===== config.mk =====
export PLATFORM = sky130hd
export DESIGN_NAME = ccc_top
export DESIGN_NICKNAME = d
export VERILOG_FILES = /design/src/design/ccc_pkg.sv /design/src/design/ccc_top.sv /design/src/design/ccc_set_apply.sv /design/src/design/ccc_get_tx.sv /design/src/design/ccc_fsm.sv /design/src/design/ccc_addr_match.sv
export SDC_FILE = /design/constraint.sdc
export NUM_CORES = 1
export LEC_CHECK = 0
export ABC_AREA = 1
export BUFFER_PORTS_ARGS = -buffer_cell sky130_fd_sc_hd__buf_2
export CAP_MARGIN = 5
export CORE_UTILIZATION = 28
export DETAILED_ROUTE_END_ITERATION = 16
export GPL_ROUTABILITY_DRIVEN = 0
export HOLD_SLACK_MARGIN = 0.06
export PLACE_DENSITY = 0.58
export SETUP_SLACK_MARGIN = 0.05
export SLEW_MARGIN = 20
export SYNTH_ARGS = -nofsm -noshare
export SYNTH_HDL_FRONTEND = slang
export SYNTH_SLANG_ARGS = --single-unit

===== constraint.sdc =====
create_clock -name clk_i -period 2.4 [get_ports clk_i]
set_input_delay 0.12 -clock clk_i [delete_from_list [all_inputs] [get_ports clk_i]]
set_output_delay 0.12 -clock clk_i [all_outputs]
set_load 0.02 [all_outputs]

===== src/design/ccc_pkg.sv =====
// Shared CCC codes, widths and FSM states, referenced by scoped name from RTL and testbench
package ccc_pkg;

  // Bus and payload widths
  localparam int ByteW = 8;
  localparam int AddrW = 7;
  localparam int PidW = 48;
  localparam int LenW = 16;

  // Broadcast address, reserved for target matching
  localparam logic [AddrW-1:0] RsvdAddr = 7'h7E;

  // Broadcast command codes, bit 7 clear
  localparam logic [ByteW-1:0] BcastEnec = 8'h00;
  localparam logic [ByteW-1:0] BcastDisec = 8'h01;
  localparam logic [ByteW-1:0] BcastRstdaa = 8'h06;
  localparam logic [ByteW-1:0] BcastSetmwl = 8'h09;
  localparam logic [ByteW-1:0] BcastSetmrl = 8'h0A;

  // Direct command codes, bit 7 set
  localparam logic [ByteW-1:0] DirectEnec = 8'h80;
  localparam logic [ByteW-1:0] DirectDisec = 8'h81;
  localparam logic [ByteW-1:0] DirectSetmwl = 8'h89;
  localparam logic [ByteW-1:0] DirectSetmrl = 8'h8A;
  localparam logic [ByteW-1:0] DirectGetmwl = 8'h8B;
  localparam logic [ByteW-1:0] DirectGetmrl = 8'h8C;
  localparam logic [ByteW-1:0] DirectGetpid = 8'h8D;
  localparam logic [ByteW-1:0] DirectGetbcr = 8'h8E;
  localparam logic [ByteW-1:0] DirectGetdcr = 8'h8F;

  // GET payload lengths, loaded into the byte counter
  localparam logic [ByteW-1:0] GetregBytes = 8'd1;
  localparam logic [ByteW-1:0] GetmwlBytes = 8'd2;
  localparam logic [ByteW-1:0] GetmrlBytes = 8'd3;
  localparam logic [ByteW-1:0] GetpidBytes = 8'd6;

  // CCC transfer states
  typedef enum logic [4:0] {
    Idle, WaitCcc, RxTbit, RxDirectByte, RxDirectTbit, RxDirectAddr, TxAddrAck,
    RxData, RxDataTbit, TxData, TxDataTbit, WaitForBusCond, WaitForStop, DoneCcc
  } ccc_state_e;

endpackage

===== src/design/ccc_top.sv =====
// CCC handler top, wires address match, transfer FSM, GET server and SET bank to the bus engines
`timescale 1ns/1ps

module ccc_top #(
  parameter int MaxGetBytes = 8
) (
  input  logic                      clk_i,
  input  logic                      rst_ni,
  // Handoff from the primary target FSM
  input  logic [ccc_pkg::ByteW-1:0] ccc_i,
  input  logic                      ccc_valid_i,
  output logic                      done_fsm_o,
  // Bus monitor
  input  logic                      bus_rstart_det_i,
  input  logic                      bus_stop_det_i,
  // Bus TX engine
  input  logic                      bus_tx_done_i,
  output logic                      bus_tx_req_byte_o,
  output logic                      bus_tx_req_bit_o,
  output logic [ccc_pkg::ByteW-1:0] bus_tx_req_value_o,
  output logic                      bus_tx_sel_od_pp_o,
  // Bus RX engine
  input  logic [ccc_pkg::ByteW-1:0] bus_rx_data_i,
  input  logic                      bus_rx_done_i,
  output logic                      bus_rx_req_bit_o,
  output logic                      bus_rx_req_byte_o,
  // Target addresses
  input  logic [ccc_pkg::AddrW-1:0] dyn_addr_i,
  input  logic                      dyn_addr_valid_i,
  input  logic [ccc_pkg::AddrW-1:0] sta_addr_i,
  input  logic                      sta_addr_valid_i,
  // SET results
  output logic                      enec_ibi_o,
  output logic                      enec_crr_o,
  output logic                      enec_hj_o,
  output logic                      disec_ibi_o,
  output logic                      disec_crr_o,
  output logic                      disec_hj_o,
  output logic                      rstdaa_o,
  output logic                      set_mwl_o,
  output logic [ccc_pkg::LenW-1:0]  mwl_o,
  output logic                      set_mrl_o,
  output logic [ccc_pkg::LenW-1:0]  mrl_o,
  // GET sources
  input  logic [ccc_pkg::LenW-1:0]  get_mwl_i,
  input  logic [ccc_pkg::LenW-1:0]  get_mrl_i,
  input  logic [ccc_pkg::PidW-1:0]  get_pid_i,
  input  logic [ccc_pkg::ByteW-1:0] get_bcr_i,
  input  logic [ccc_pkg::ByteW-1:0] get_dcr_i
);

  ccc_pkg::ccc_state_e       state_q;
  logic [ccc_pkg::ByteW-1:0] command_code, tx_byte;
  logic addr_ours, addr_rsvd, cmd_rnw, tx_last;

  ccc_addr_match i_addr_match (
    .clk_i, .rst_ni, .state_i(state_q), .bus_rx_done_i, .bus_rx_data_i,
    .dyn_addr_i, .dyn_addr_valid_i, .sta_addr_i, .sta_addr_valid_i,
    .addr_ours_o(addr_ours), .addr_rsvd_o(addr_rsvd), .cmd_rnw_o(cmd_rnw)
  );

  ccc_fsm i_fsm (
    .clk_i, .rst_ni, .ccc_i, .ccc_valid_i, .bus_rx_done_i, .bus_tx_done_i,
    .bus_rstart_det_i, .bus_stop_det_i, .addr_ours_i(addr_ours), .addr_rsvd_i(addr_rsvd),
    .cmd_rnw_i(cmd_rnw), .tx_byte_i(tx_byte), .tx_last_i(tx_last),
    .command_code_o(command_code), .state_o(state_q), .done_fsm_o,
    .bus_rx_req_bit_o, .bus_rx_req_byte_o, .bus_tx_req_bit_o, .bus_tx_req_byte_o,
    .bus_tx_req_value_o, .bus_tx_sel_od_pp_o
  );

  ccc_get_tx #(
    .MaxGetBytes(MaxGetBytes)
  ) i_get_tx (
    .clk_i, .rst_ni, .state_i(state_q), .command_code_i(command_code), .bus_tx_done_i,
    .get_bcr_i, .get_dcr_i, .get_mwl_i, .get_mrl_i, .get_pid_i,
    .tx_byte_o(tx_byte), .tx_last_o(tx_last)
  );

  ccc_set_apply i_set_apply (
    .clk_i, .rst_ni, .state_i(state_q), .command_code_i(command_code), .ccc_valid_i,
    .bus_rx_done_i, .bus_rx_data_i, .addr_rsvd_i(addr_rsvd),
    .set_mwl_o, .mwl_o, .set_mrl_o, .mrl_o,
    .enec_ibi_o, .enec_crr_o, .enec_hj_o, .disec_ibi_o, .disec_crr_o, .disec_hj_o,
    .rstdaa_o
  );

endmodule


===== src/design/ccc_set_apply.sv =====
// SET register bank, captures CCC write data and drives the ENEC/DISEC, MWL/MRL and RSTDAA outputs
`timescale 1ns/1ps

module ccc_set_apply (
  input  logic                      clk_i,
  input  logic                      rst_ni,
  input  ccc_pkg::ccc_state_e       state_i,
  input  logic [ccc_pkg::ByteW-1:0] command_code_i,
  input  logic                      ccc_valid_i,
  input  logic                      bus_rx_done_i,
  input  logic [ccc_pkg::ByteW-1:0] bus_rx_data_i,
  input  logic                      addr_rsvd_i,
  output logic                      set_mwl_o,
  output logic [ccc_pkg::LenW-1:0]  mwl_o,
  output logic                      set_mrl_o,
  output logic [ccc_pkg::LenW-1:0]  mrl_o,
  output logic                      enec_ibi_o,
  output logic                      enec_crr_o,
  output logic                      enec_hj_o,
  output logic                      disec_ibi_o,
  output logic                      disec_crr_o,
  output logic                      disec_hj_o,
  output logic                      rstdaa_o
);

  logic [ccc_pkg::ByteW-1:0] rx_byte_q;
  // Saturates at 2, only the first two bytes matter
  logic [1:0] byte_cnt_q;
  logic data_done, is_mwl, is_mrl, is_enec, is_disec;

  // T-bit after a data byte, skipped behind a reserved address
  assign data_done = (state_i == ccc_pkg::RxDataTbit) && bus_rx_done_i && !addr_rsvd_i;

  assign is_mwl   = command_code_i inside {ccc_pkg::BcastSetmwl, ccc_pkg::DirectSetmwl};
  assign is_mrl   = command_code_i inside {ccc_pkg::BcastSetmrl, ccc_pkg::DirectSetmrl};
  assign is_enec  = command_code_i inside {ccc_pkg::BcastEnec, ccc_pkg::DirectEnec};
  assign is_disec = command_code_i inside {ccc_pkg::BcastDisec, ccc_pkg::DirectDisec};

  always_ff @(posedge clk_i) begin
    if (state_i == ccc_pkg::RxData && bus_rx_done_i) rx_byte_q <= bus_rx_data_i;
  end

  // Restart per CCC and per address
  always_ff @(posedge clk_i or negedge rst_ni) begin
    if (!rst_ni) begin
      byte_cnt_q <= '0;
    end else if (ccc_valid_i || (state_i == ccc_pkg::RxDirectAddr && bus_rx_done_i)) begin
      byte_cnt_q <= '0;
    end else if (data_done && byte_cnt_q != 2'd2) begin
      byte_cnt_q <= byte_cnt_q + 1'b1;
    end
  end

  // Lengths arrive high byte first
  always_ff @(posedge clk_i) begin
    if (data_done && byte_cnt_q == 2'd0) begin
      if (is_mwl) mwl_o[15:8] <= rx_byte_q;
      if (is_mrl) mrl_o[15:8] <= rx_byte_q;
    end
    if (data_done && byte_cnt_q == 2'd1) begin
      if (is_mwl) mwl_o[7:0] <= rx_byte_q;
      if (is_mrl) mrl_o[7:0] <= rx_byte_q;
    end
  end

  always_ff @(posedge clk_i or negedge rst_ni) begin
    if (!rst_ni) begin
      set_mwl_o   <= 1'b0;
      set_mrl_o   <= 1'b0;
      rstdaa_o    <= 1'b0;
      enec_ibi_o  <= 1'b0;
      enec_crr_o  <= 1'b0;
      enec_hj_o   <= 1'b0;
      disec_ibi_o <= 1'b0;
      disec_crr_o <= 1'b0;
      disec_hj_o  <= 1'b0;
    end else begin
      // Pulse once the low byte is in
      set_mwl_o <= data_done && is_mwl && byte_cnt_q == 2'd1;
      set_mrl_o <= data_done && is_mrl && byte_cnt_q == 2'd1;
      // RSTDAA has no data, act on the CCC T-bit
      rstdaa_o  <= (state_i == ccc_pkg::RxTbit) && bus_rx_done_i &&
                   command_code_i == ccc_pkg::BcastRstdaa;
      // Event bits: 0 IBI, 1 CRR, 3 HJ
      if (data_done && byte_cnt_q == 2'd0 && is_enec) begin
        enec_ibi_o <= rx_byte_q[0];
        enec_crr_o <= rx_byte_q[1];
        enec_hj_o  <= rx_byte_q[3];
      end
      if (data_done && byte_cnt_q == 2'd0 && is_disec) begin
        disec_ibi_o <= rx_byte_q[0];
        disec_crr_o <= rx_byte_q[1];
        disec_hj_o  <= rx_byte_q[3];
      end
    end
  end

endmodule


===== src/design/ccc_get_tx.sv =====
// GET read data server, counts bytes down and picks the next byte MSB first for the FSM
`timescale 1ns/1ps

module ccc_get_tx #(
  parameter int MaxGetBytes = 8
) (
  input  logic                      clk_i,
  input  logic                      rst_ni,
  input  ccc_pkg::ccc_state_e       state_i,
  input  logic [ccc_pkg::ByteW-1:0] command_code_i,
  input  logic                      bus_tx_done_i,
  input  logic [ccc_pkg::ByteW-1:0] get_bcr_i,
  input  logic [ccc_pkg::ByteW-1:0] get_dcr_i,
  input  logic [ccc_pkg::LenW-1:0]  get_mwl_i,
  input  logic [ccc_pkg::LenW-1:0]  get_mrl_i,
  input  logic [ccc_pkg::PidW-1:0]  get_pid_i,
  output logic [ccc_pkg::ByteW-1:0] tx_byte_o,
  output logic                      tx_last_o
);

  logic [MaxGetBytes-1:0] cnt_q, cnt_init;

  // Reload during the ACK bit, count down per sent byte
  always_ff @(posedge clk_i or negedge rst_ni) begin
    if (!rst_ni) begin
      cnt_q <= '0;
    end else if (state_i == ccc_pkg::TxAddrAck) begin
      cnt_q <= cnt_init;
    end else if (state_i == ccc_pkg::TxData && bus_tx_done_i && cnt_q != '0) begin
      cnt_q <= cnt_q - 1'b1;
    end
  end

  // Count N selects the most significant byte
  always_comb begin
    cnt_init  = '0;
    tx_byte_o = '0;
    case (command_code_i)
      ccc_pkg::DirectGetbcr: begin
        cnt_init  = MaxGetBytes'(ccc_pkg::GetregBytes);
        tx_byte_o = get_bcr_i;
      end
      ccc_pkg::DirectGetdcr: begin
        cnt_init  = MaxGetBytes'(ccc_pkg::GetregBytes);
        tx_byte_o = get_dcr_i;
      end
      ccc_pkg::DirectGetmwl: begin
        cnt_init  = MaxGetBytes'(ccc_pkg::GetmwlBytes);
        tx_byte_o = (cnt_q == 2) ? get_mwl_i[15:8] : get_mwl_i[7:0];
      end
      // Third byte is the max IBI payload, fixed at 255
      ccc_pkg::DirectGetmrl: begin
        cnt_init = MaxGetBytes'(ccc_pkg::GetmrlBytes);
        if (cnt_q == 3) tx_byte_o = get_mrl_i[15:8];
        else if (cnt_q == 2) tx_byte_o = get_mrl_i[7:0];
        else tx_byte_o = 8'hFF;
      end
      ccc_pkg::DirectGetpid: begin
        cnt_init = MaxGetBytes'(ccc_pkg::GetpidBytes);
        if (cnt_q != '0) tx_byte_o = get_pid_i[ccc_pkg::ByteW*(cnt_q-1) +: ccc_pkg::ByteW];
      end
      default: ;
    endcase
  end

  assign tx_last_o = (cnt_q == '0);

endmodule


===== src/design/ccc_fsm.sv =====
// CCC transfer FSM, takes over after the command code and drives the bus RX/TX requests
`timescale 1ns/1ps

module ccc_fsm (
  input  logic                      clk_i,
  input  logic                      rst_ni,
  input  logic [ccc_pkg::ByteW-1:0] ccc_i,
  input  logic                      ccc_valid_i,
  input  logic                      bus_rx_done_i,
  input  logic                      bus_tx_done_i,
  input  logic                      bus_rstart_det_i,
  input  logic                      bus_stop_det_i,
  input  logic                      addr_ours_i,
  input  logic                      addr_rsvd_i,
  input  logic                      cmd_rnw_i,
  input  logic [ccc_pkg::ByteW-1:0] tx_byte_i,
  input  logic                      tx_last_i,
  output logic [ccc_pkg::ByteW-1:0] command_code_o,
  output ccc_pkg::ccc_state_e       state_o,
  output logic                      done_fsm_o,
  output logic                      bus_rx_req_bit_o,
  output logic                      bus_rx_req_byte_o,
  output logic                      bus_tx_req_bit_o,
  output logic                      bus_tx_req_byte_o,
  output logic [ccc_pkg::ByteW-1:0] bus_tx_req_value_o,
  output logic                      bus_tx_sel_od_pp_o
);

  ccc_pkg::ccc_state_e state_q, state_d;
  logic [ccc_pkg::ByteW-1:0] command_code_q;
  logic is_direct;

  // Command code handed over by the primary FSM
  always_ff @(posedge clk_i or negedge rst_ni) begin
    if (!rst_ni) begin
      command_code_q <= '0;
    end else if (ccc_valid_i) begin
      command_code_q <= ccc_i;
    end
  end

  // Bit 7 marks direct CCCs
  assign is_direct = command_code_q[ccc_pkg::ByteW-1];

  always_comb begin
    state_d = state_q;
    case (state_q)
      ccc_pkg::Idle: state_d = ccc_pkg::WaitCcc;
      ccc_pkg::WaitCcc: if (ccc_valid_i) state_d = ccc_pkg::RxTbit;
      ccc_pkg::RxTbit: begin
        if (bus_rx_done_i) state_d = is_direct ? ccc_pkg::RxDirectByte : ccc_pkg::RxData;
      end
      // Direct CCC waits for Sr and the target address
      ccc_pkg::RxDirectByte: begin
        if (bus_rstart_det_i) state_d = ccc_pkg::RxDirectAddr;
        else if (bus_rx_done_i) state_d = ccc_pkg::RxDirectTbit;
      end
      ccc_pkg::RxDirectTbit: if (bus_rx_done_i) state_d = ccc_pkg::RxDirectByte;
      ccc_pkg::RxDirectAddr: if (bus_rx_done_i) state_d = ccc_pkg::TxAddrAck;
      ccc_pkg::TxAddrAck: begin
        if (bus_tx_done_i) begin
          if (addr_rsvd_i) state_d = ccc_pkg::WaitForStop;
          else if (addr_ours_i) state_d = cmd_rnw_i ? ccc_pkg::TxData : ccc_pkg::RxData;
          else state_d = ccc_pkg::WaitForBusCond;
        end
      end
      ccc_pkg::RxData: begin
        if (bus_rstart_det_i) state_d = ccc_pkg::RxDirectAddr;
        else if (bus_rx_done_i) state_d = ccc_pkg::RxDataTbit;
      end
      ccc_pkg::RxDataTbit: if (bus_rx_done_i) state_d = ccc_pkg::RxData;
      ccc_pkg::TxData: begin
        if (bus_rstart_det_i) state_d = ccc_pkg::RxDirectAddr;
        else if (bus_tx_done_i) state_d = ccc_pkg::TxDataTbit;
      end
      // Last T-bit ends the read, wait for Sr or STOP
      ccc_pkg::TxDataTbit: begin
        if (bus_tx_done_i) state_d = tx_last_i ? ccc_pkg::WaitForBusCond : ccc_pkg::TxData;
      end
      ccc_pkg::WaitForBusCond: if (bus_rstart_det_i) state_d = ccc_pkg::RxDirectAddr;
      // Only a STOP leaves this state
      ccc_pkg::WaitForStop: state_d = ccc_pkg::WaitForStop;
      ccc_pkg::DoneCcc: state_d = ccc_pkg::Idle;
      default: state_d = ccc_pkg::Idle;
    endcase
  end

  // STOP aborts from any state
  always_ff @(posedge clk_i or negedge rst_ni) begin
    if (!rst_ni) begin
      state_q <= ccc_pkg::Idle;
    end else if (bus_stop_det_i) begin
      state_q <= ccc_pkg::DoneCcc;
    end else begin
      state_q <= state_d;
    end
  end

  always_comb begin
    bus_rx_req_bit_o   = 1'b0;
    bus_rx_req_byte_o  = 1'b0;
    bus_tx_req_bit_o   = 1'b0;
    bus_tx_req_byte_o  = 1'b0;
    bus_tx_req_value_o = '0;
    bus_tx_sel_od_pp_o = 1'b0;
    case (state_q)
      ccc_pkg::RxTbit, ccc_pkg::RxDirectTbit, ccc_pkg::RxDataTbit: bus_rx_req_bit_o = 1'b1;
      ccc_pkg::RxDirectByte, ccc_pkg::RxDirectAddr, ccc_pkg::RxData: bus_rx_req_byte_o = 1'b1;
      // ACK low for ours and reserved, open drain
      ccc_pkg::TxAddrAck: begin
        bus_tx_req_bit_o   = 1'b1;
        bus_tx_req_value_o = {{(ccc_pkg::ByteW-1){1'b0}}, ~(addr_ours_i | addr_rsvd_i)};
      end
      ccc_pkg::TxData: begin
        bus_tx_req_byte_o  = 1'b1;
        bus_tx_req_value_o = tx_byte_i;
        bus_tx_sel_od_pp_o = 1'b1;
      end
      // T-bit 0 on the last byte
      ccc_pkg::TxDataTbit: begin
        bus_tx_req_bit_o   = 1'b1;
        bus_tx_req_value_o = {{(ccc_pkg::ByteW-1){1'b0}}, ~tx_last_i};
        bus_tx_sel_od_pp_o = 1'b1;
      end
      default: ;
    endcase
  end

  assign done_fsm_o     = (state_q == ccc_pkg::DoneCcc);
  assign state_o        = state_q;
  assign command_code_o = command_code_q;

  // Read byte stays on the bus until the TX engine takes it
  a_tx_byte_hold: assert property (@(posedge clk_i) disable iff (!rst_ni)
    bus_tx_req_byte_o && !bus_tx_done_i && !bus_rstart_det_i && !bus_stop_det_i |=>
    bus_tx_req_byte_o && $stable(bus_tx_req_value_o));

endmodule


===== src/design/ccc_addr_match.sv =====
// Direct CCC address capture and match, tells the FSM whether the address is ours or reserved
`timescale 1ns/1ps

module ccc_addr_match (
  input  logic                        clk_i,
  input  logic                        rst_ni,
  input  ccc_pkg::ccc_state_e         state_i,
  input  logic                        bus_rx_done_i,
  input  logic [ccc_pkg::ByteW-1:0]   bus_rx_data_i,
  input  logic [ccc_pkg::AddrW-1:0]   dyn_addr_i,
  input  logic                        dyn_addr_valid_i,
  input  logic [ccc_pkg::AddrW-1:0]   sta_addr_i,
  input  logic                        sta_addr_valid_i,
  output logic                        addr_ours_o,
  output logic                        addr_rsvd_o,
  output logic                        cmd_rnw_o
);

  logic [ccc_pkg::AddrW-1:0] addr_q;
  // Address seen in this CCC
  logic                      addr_vld_q;

  // Address byte is {addr, RnW}
  always_ff @(posedge clk_i or negedge rst_ni) begin
    if (!rst_ni) begin
      addr_q     <= '0;
      cmd_rnw_o  <= 1'b0;
      addr_vld_q <= 1'b0;
    end else if (state_i == ccc_pkg::RxDirectAddr && bus_rx_done_i) begin
      addr_q     <= bus_rx_data_i[ccc_pkg::ByteW-1:1];
      cmd_rnw_o  <= bus_rx_data_i[0];
      addr_vld_q <= 1'b1;
    end else if (state_i == ccc_pkg::DoneCcc) begin
      // Forget the address once the CCC ends
      addr_vld_q <= 1'b0;
    end
  end

  // Dynamic address wins, static only before DAA
  always_comb begin
    addr_ours_o = 1'b0;
    if (dyn_addr_valid_i) begin
      addr_ours_o = addr_vld_q && (addr_q == dyn_addr_i);
    end else if (sta_addr_valid_i) begin
      addr_ours_o = addr_vld_q && (addr_q == sta_addr_i);
    end
  end

  assign addr_rsvd_o = addr_vld_q && (addr_q == ccc_pkg::RsvdAddr);

  // ACK decision must never see both flags
  a_ours_rsvd_excl: assert property (@(posedge clk_i) disable iff (!rst_ni)
    state_i == ccc_pkg::TxAddrAck |-> !(addr_ours_o && addr_rsvd_o));

endmodule


## Word-level counts from Yosys, hierarchy flattened

Cells that the tools add are included.

- Shift-type cells: 1
- Reduce and logical (&&, ||, !) cells: 44
- Eq/ne operators: 44
- Bitwise operators: 3
- $add $sub $neg: 3
- Mux-type cells: 41

Operators with widths:

| operator | number |
|---|---|
| 5-bit 2-to-1 mux | 17 |
| 8-bit equality test (second input constant) | 9 |
| 5-bit one-hot mux with 13 select lines | 1 |
| 8-bit 2-to-1 mux | 6 |
| 48-bit by 33-bit indexed part select with 8-bit output | 1 |
| 8-bit one-hot mux with 5 select lines | 1 |
| 5-bit by 4-bit equality test with 1-bit output (second input constant) | 6 |
| 3-bit inequality test (second input constant) | 8 |
| 8-bit one-hot mux with 3 select lines | 1 |
| 5-bit by 3-bit equality test with 1-bit output (second input constant) | 4 |
| 1-bit logical AND | 20 |
| 8-bit by 2-bit equality test with 1-bit output (second input constant) | 2 |
| 8-bit by 4-bit equality test with 1-bit output (second input constant) | 2 |
| 8-bit zero test | 2 |
| 7-bit equality test | 2 |
| 2-bit nonzero test | 7 |
| 4-bit inequality test (second input constant) | 3 |
| 3-bit one-hot mux with 4 select lines | 1 |
| 11-bit AND reduction | 1 |
| 5-bit by 2-bit equality test with 1-bit output (second input constant) | 2 |
| 1-bit 2-to-1 mux | 9 |
| 8-bit by 1-bit subtractor with 9-bit output (second input constant) | 1 |
| 8-bit by 1-bit equality test with 1-bit output (second input constant) | 1 |
| 8-bit by 3-bit equality test with 1-bit output (second input constant) | 1 |
| 19 further kinds | 28 |

- Logic and storage cells: 157
- Output and inout bits: 55
- Flip-flop bits (word level): 81
- Bits of input ports: 135

## Longest topological paths before layout

- Word-level depth: 9
- Depth in mapped cells: 14
- Gate-level depth less buffers: 14

## Modules after synthesis

Synthesis repeated with hierarchy kept, for this count alone.

- Cells, all modules: 795
- Area, all modules: 5456.5 um^2

By module, submodules not included:

| module | cells each | seq. area each (um^2) | area each (um^2) | instances |
|---|---|---|---|---|
| ccc_set_apply | 138 | 1476.4 | 1944.4 | 1 |
| ccc_get_tx | 369 | 200.2 | 1829.3 | 1 |
| ccc_fsm | 170 | 300.3 | 989.7 | 1 |
| ccc_addr_match | 118 | 225.2 | 693.2 | 1 |

## Worst setup path before layout

Ideal clock, no wire load.

- Path kind: flip-flop to output port
- Start: register i_get_tx.cnt_q[0]
- End: output bus_tx_req_value_o[1] (netlist name)
- Path buffers: 2
- Arrival: 2.279 ns
- Setup slack: 0.001 ns
- Data required time: 2.280 ns
- Stages on the path, launching flop included: 12
- Path through: dfrtp_1 buf_2 clkinv_1 buf_2 ha_1 xnor2_2 inv_2 nor2_4 nand2_1 nand2_1 nand3_1 a21oi_1

- Longest elaborated chain between the ends: 5
- Elaborated cells between the ends (all ways): 11
- Classes of those cells: add/sub (1); eq/ne (2); shift (1); mux (6); reduce/logical (1)

Ends and longest elaborated chain:

| item | line | source |
|---|---|---|
| start, declared | ccc_get_tx.sv:21 | `logic [MaxGetBytes-1:0] cnt_q, cnt_init;` |
| start signal, assigned | ccc_get_tx.sv:28 | `cnt_q <= cnt_init;` |
| start signal, assigned | ccc_get_tx.sv:30 | `cnt_q <= cnt_q - 1'b1;` |
| 8-bit by 1-bit subtractor with 9-bit output or 8-bit by 2-bit equality test with 1-bit output (tied branches) | ccc_get_tx.sv:60, ccc_get_tx.sv:49, ccc_get_tx.sv:55 |  |
| 48-bit by 33-bit indexed part select with 8-bit output or 8-bit 2-to-1 mux (tied branches) | ccc_get_tx.sv:60, ccc_get_tx.sv:55 |  |
| 8-bit 2-to-1 mux (on tied branches) | ccc_get_tx.sv:60, ccc_get_tx.sv:54 |  |
| 8-bit one-hot mux with 5 select lines (*) | ccc_get_tx.sv:38 | `case (command_code_i)` |
| 8-bit one-hot mux with 3 select lines (*) | ccc_fsm.sv:106 | `case (state_q)` |
| end, declared | ccc_top.sv:20 | `output logic [ccc_pkg::ByteW-1:0] bus_tx_req_value_o,` |

Every way passes the cells marked *; elsewhere a longest branch is shown, timed or not.

## Worst setup path after layout

- Start: register i_get_tx.cnt_q[0]
- End: output bus_tx_req_value_o[2] (netlist name)

The elaborated chain is that of the path after synthesis.

==> flow_metrics.env <==
export IMPL_dieArea_um2=17660
export IMPL_postSynthAreaPerCell_um2=7.335
export IMPL_relSlewSlack=0.5479
export IMPL_wl_um=14570
export IMPL_fmax_mhz=443.0
export IMPL_n_antenna_cell=0
export IMPL_synth_area_um2=4797
export IMPL_clockRootBuffer="clkbuf_16"
export IMPL_wl_per_cell_um=13.06
export IMPL_cpMaxStageDelayCell="dfrtp_2"
export IMPL_slew_viol_final=0
export IMPL_ys_types=35
export IMPL_status="finished, final reports clean"
export IMPL_top_usage_layer="met2"
export IMPL_die_w_um=132.9
export IMPL_layout_nets=1032
export IMPL_cp_startpoint="i_get_tx.cnt_q[0]$_DFFE_PN0P_"
export IMPL_switchingPower_mw=2.583
export IMPL_crit_required_ns=2.28
export IMPL_core_area_um2=16640
export IMPL_ys_ff_latch=80
export IMPL_drtPass1Iterations=5
export IMPL_hold_violations=0
export IMPL_finalInstanceArea_um2=6955
export IMPL_min_path_type="input port to register"
export IMPL_rr_worst_depth=11
export IMPL_hold_slack_ns=0.08378
export IMPL_start_util=0.2882
export IMPL_clock_sinks=80
export IMPL_multi_input_area_um2=2409
export IMPL_fp_dieH_um=132.9
export IMPL_skew_ns=0.007678
export IMPL_tightest_slew_ns=0.6757
export IMPL_drc_errors=0
export IMPL_cp_data_arrival_time_ns=2.14
export IMPL_row_count=47
export IMPL_syn_num_nets=796
export IMPL_reg2reg_slack_ns=0.51
export IMPL_place_area_um2=6088
export IMPL_r2r_end="i_get_tx.cnt_q[5]$_DFFE_PN0P_"
export IMPL_synth_edf_count=40
export IMPL_cp_cell_sequence="inv_4 -> buf_6 -> ha_4 -> xnor2_4 -> inv_2 -> buf_4 -> nand3_1 -> nand3_1 -> nand2_1 -> nand3_2 -> a21oi_2 -> buf_6"
export IMPL_via_count=4963
export IMPL_post_route_min_period_ns=2.257
export IMPL_areaGrowthSynthToFinish_pct=44.99
export IMPL_grt_usage=0.1637
export IMPL_drive_above_1_share=0.3352
export IMPL_cts_buffer_depth=2
export IMPL_dp_hpwl_um=11260
export IMPL_cp_num_buf_inv=5
export IMPL_synth_top_area_cell="edfxtp_1"
export IMPL_cts_tree="yes"
export IMPL_first_global_vias=4560
export IMPL_crit_end="bus_tx_req_value_o[2]"
export IMPL_met3_usage=0.02644
export IMPL_grt_max_degree=26
export IMPL_worst_path_stages=12
export IMPL_synth_area_leaders="edfxtp_1, dfrtp_1, nand2_1, nor2_1, inv_1"
export IMPL_initialDrtViolationCount=308
export IMPL_viasPerCell=4.451
export IMPL_ant_nets=0
export IMPL_swShare=0.4064
export IMPL_ys_warn_count=0
export IMPL_register_area_um2=2206
export IMPL_ys_top_cells_by_count="nand2_1, nor2_1, inv_1, nand3_1"
export IMPL_worstSetupPathType="register to primary output"
export IMPL_synth_most_common_cell="nand2_1"
export IMPL_power_mw=6.356
export IMPL_port_buffers=189
export IMPL_tns_ns=0
export IMPL_seq_power_share=0.290
export IMPL_postSynthCellCount=654
export IMPL_critical_path_top_delay_family="buffers and inverters"
export IMPL_combPwrFrac=0.471
export IMPL_async_flop_share=0.5000
export IMPL_timing_final_ws_setup_ns=0.1427
export IMPL_dp_cells=1065
export IMPL_grt_pass1_wl_um=22960
export IMPL_worstReg2RegStart="i_get_tx.cnt_q[0]$_DFFE_PN0P_"
export IMPL_cellLeakagePower_nw=3.442
export IMPL_grt_ovfl_total=0
export IMPL_max_stage_delay_ns=0.45
export IMPL_intPower_mw=3.773
export IMPL_ys_flop_type="edfxtp_1"
export IMPL_ioPinCount=190
export IMPL_antenna_found_initial=0
export IMPL_p_per_area_nw_per_um2=913.9
export IMPL_met1_usage=0.2317
export IMPL_cp_max_fo=5
export IMPL_yosys_area_top_type_share=0.2504
export IMPL_yosysSeqAreaShare=0.4591
export IMPL_clk_pin_slew_worst_paths_ns=0.06
export IMPL_gr_usage_met2=0.2583
export IMPL_clkPwrFrac=0.239
export IMPL_final_util=0.4179
export IMPL_h_tree_depth=3
export IMPL_maxCapViolations=0
export IMPL_clock_latency_ns=0.33
export IMPL_rsz0062_at_grt="yes"
export IMPL_fin_crit_sh=0.9405
export IMPL_worstSetupStartpointType="register"
export IMPL_cts_inserted_buffers=9
export IMPL_cp_end_kind="primary output"
export IMPL_setup_viol=0
export IMPL_max_vdd_ir_drop_mv=0.5363
export IMPL_preCtsSetupSlack_ns=0.2963
export IMPL_fin_cells=1115
export IMPL_num_fill_cells=1698
## placed cells by master (no fill, tap or decap), drive strengths merged, types with 2 or more instances in the layout
cell	netlist	layout
bufinv	0	2
o22ai	3	3
buf	8	217
inv	75	80
o21a	2	2
clkbuf	4	10
nand3	45	45
nor2	89	90
dlygate4sd3	0	18
or2	8	8
o21bai	7	7
a21oi	23	23
nor3	16	16
o21ai	40	40
nand2	224	224
nor4	2	2
ha	7	7
nand4	9	9
edfxtp	40	40
clkinvlp	0	3
xor2	2	2
dfrtp	40	40
## final cells by class
class / instances / area share
Timing Repair Buffer: 236 / 0.2047
Sequential cell: 80 / 0.3171
Clock inverter: 7 / 0.01547
Clock buffer: 9 / 0.03238
Multi-Input combinational cell: 484 / 0.3463
Inverter: 79 / 0.04443
Tap cell: 220 / 0.03958
## sequential cells by signal, summed over array words and instances, names as in the netlist
| signal | cells |
|---|---|
| i_addr_match.addr_q | 7 |
| i_addr_match.addr_vld_q | 1 |
| i_addr_match.cmd_rnw_o | 1 |
| i_fsm.command_code_o | 8 |
| i_fsm.state_o | 4 |
| i_get_tx.cnt_q | 8 |
| i_set_apply.byte_cnt_q | 2 |
| i_set_apply.disec_crr_o | 1 |
| i_set_apply.disec_hj_o | 1 |
| i_set_apply.disec_ibi_o | 1 |
| i_set_apply.enec_crr_o | 1 |
| i_set_apply.enec_hj_o | 1 |
| i_set_apply.enec_ibi_o | 1 |
| i_set_apply.mrl_o | 16 |
| i_set_apply.mwl_o | 16 |
| i_set_apply.rstdaa_o | 1 |
| i_set_apply.rx_byte_q | 8 |
| i_set_apply.set_mrl_o | 1 |
| i_set_apply.set_mwl_o | 1 |
## repair_timing
item                                    CTS  global route
endpoints found under the setup margin    8             8
hold buffers                             18             0
cloned                                    0             2
gates resized for setup                  12            47
buffers inserted                          4            10
hold endpoints to repair                 37             0
pin swaps                                10            14
## worst min-delay path by stage
stage / slack (ns) / depth (start not counted) / startpoint / end
2_1_floorplan: -0.18 / 0 / rst_ni / i_addr_match.addr_q[0]$_DFFE_PN0P_
3_3_place_gp: 0.10 / 1 / rst_ni / i_addr_match.addr_q[3]$_DFFE_PN0P_
3_5_place_dp: 0.1 / 1 / rst_ni / i_addr_match.addr_q[3]$_DFFE_PN0P_
4_1_cts: 0.07 / 3 / bus_rx_done_i / i_set_apply.rstdaa_o$_DFF_PN0_
5_1_grt: 0.1 / 3 / bus_rx_done_i / i_set_apply.rstdaa_o$_DFF_PN0_
6_report: 0.08 / 3 / bus_rx_done_i / i_set_apply.rstdaa_o$_DFF_PN0_
## power groups by stage
| stage | combinational [mW] | clock, mW | sequential (mW) |
|---|---|---|---|
| after global placement | 2.45 | 0 | 1.84 |
| after detailed placement | 2.45 | 0 | 1.84 |
| after CTS | 2.56 | 1.56 | 1.81 |
| after global routing | 3.34 | 1.61 | 1.87 |
| after floorplan | 1.76 | 0 | 1.80 |
| final | 3.00 | 1.52 | 1.84 |
## routing by layer
metal | wire length (um) | vias up
met4 | 91 | 0
met2 | 6921 | 112
met1 | 7019 | 2268
met5 | 0 | -
met3 | 534 | 7
li1 | - | 2576
## kinds of logic (layout without fill, tap and decap cells)
| family | Yosys count | count (layout) | share of synthesized area |
|---|---|---|---|
| buf+inv | 91 | 331 | 0.07381 |
| xor+xnor | 3 | 3 | 0.007044 |
| flops | 80 | 80 | 0.4591 |
| compound gates | 79 | 79 | 0.08999 |
| simple gates | 394 | 395 | 0.3519 |
| fa+ha+maj | 7 | 7 | 0.01826 |
## worst min-delay path, delay by kind of cell
kind / cells / cell delay [ns]
simple gates: 2 / 0.13
buf+inv: 1 / 0.13
Note: power is estimated with default switching activity, not from simulation.
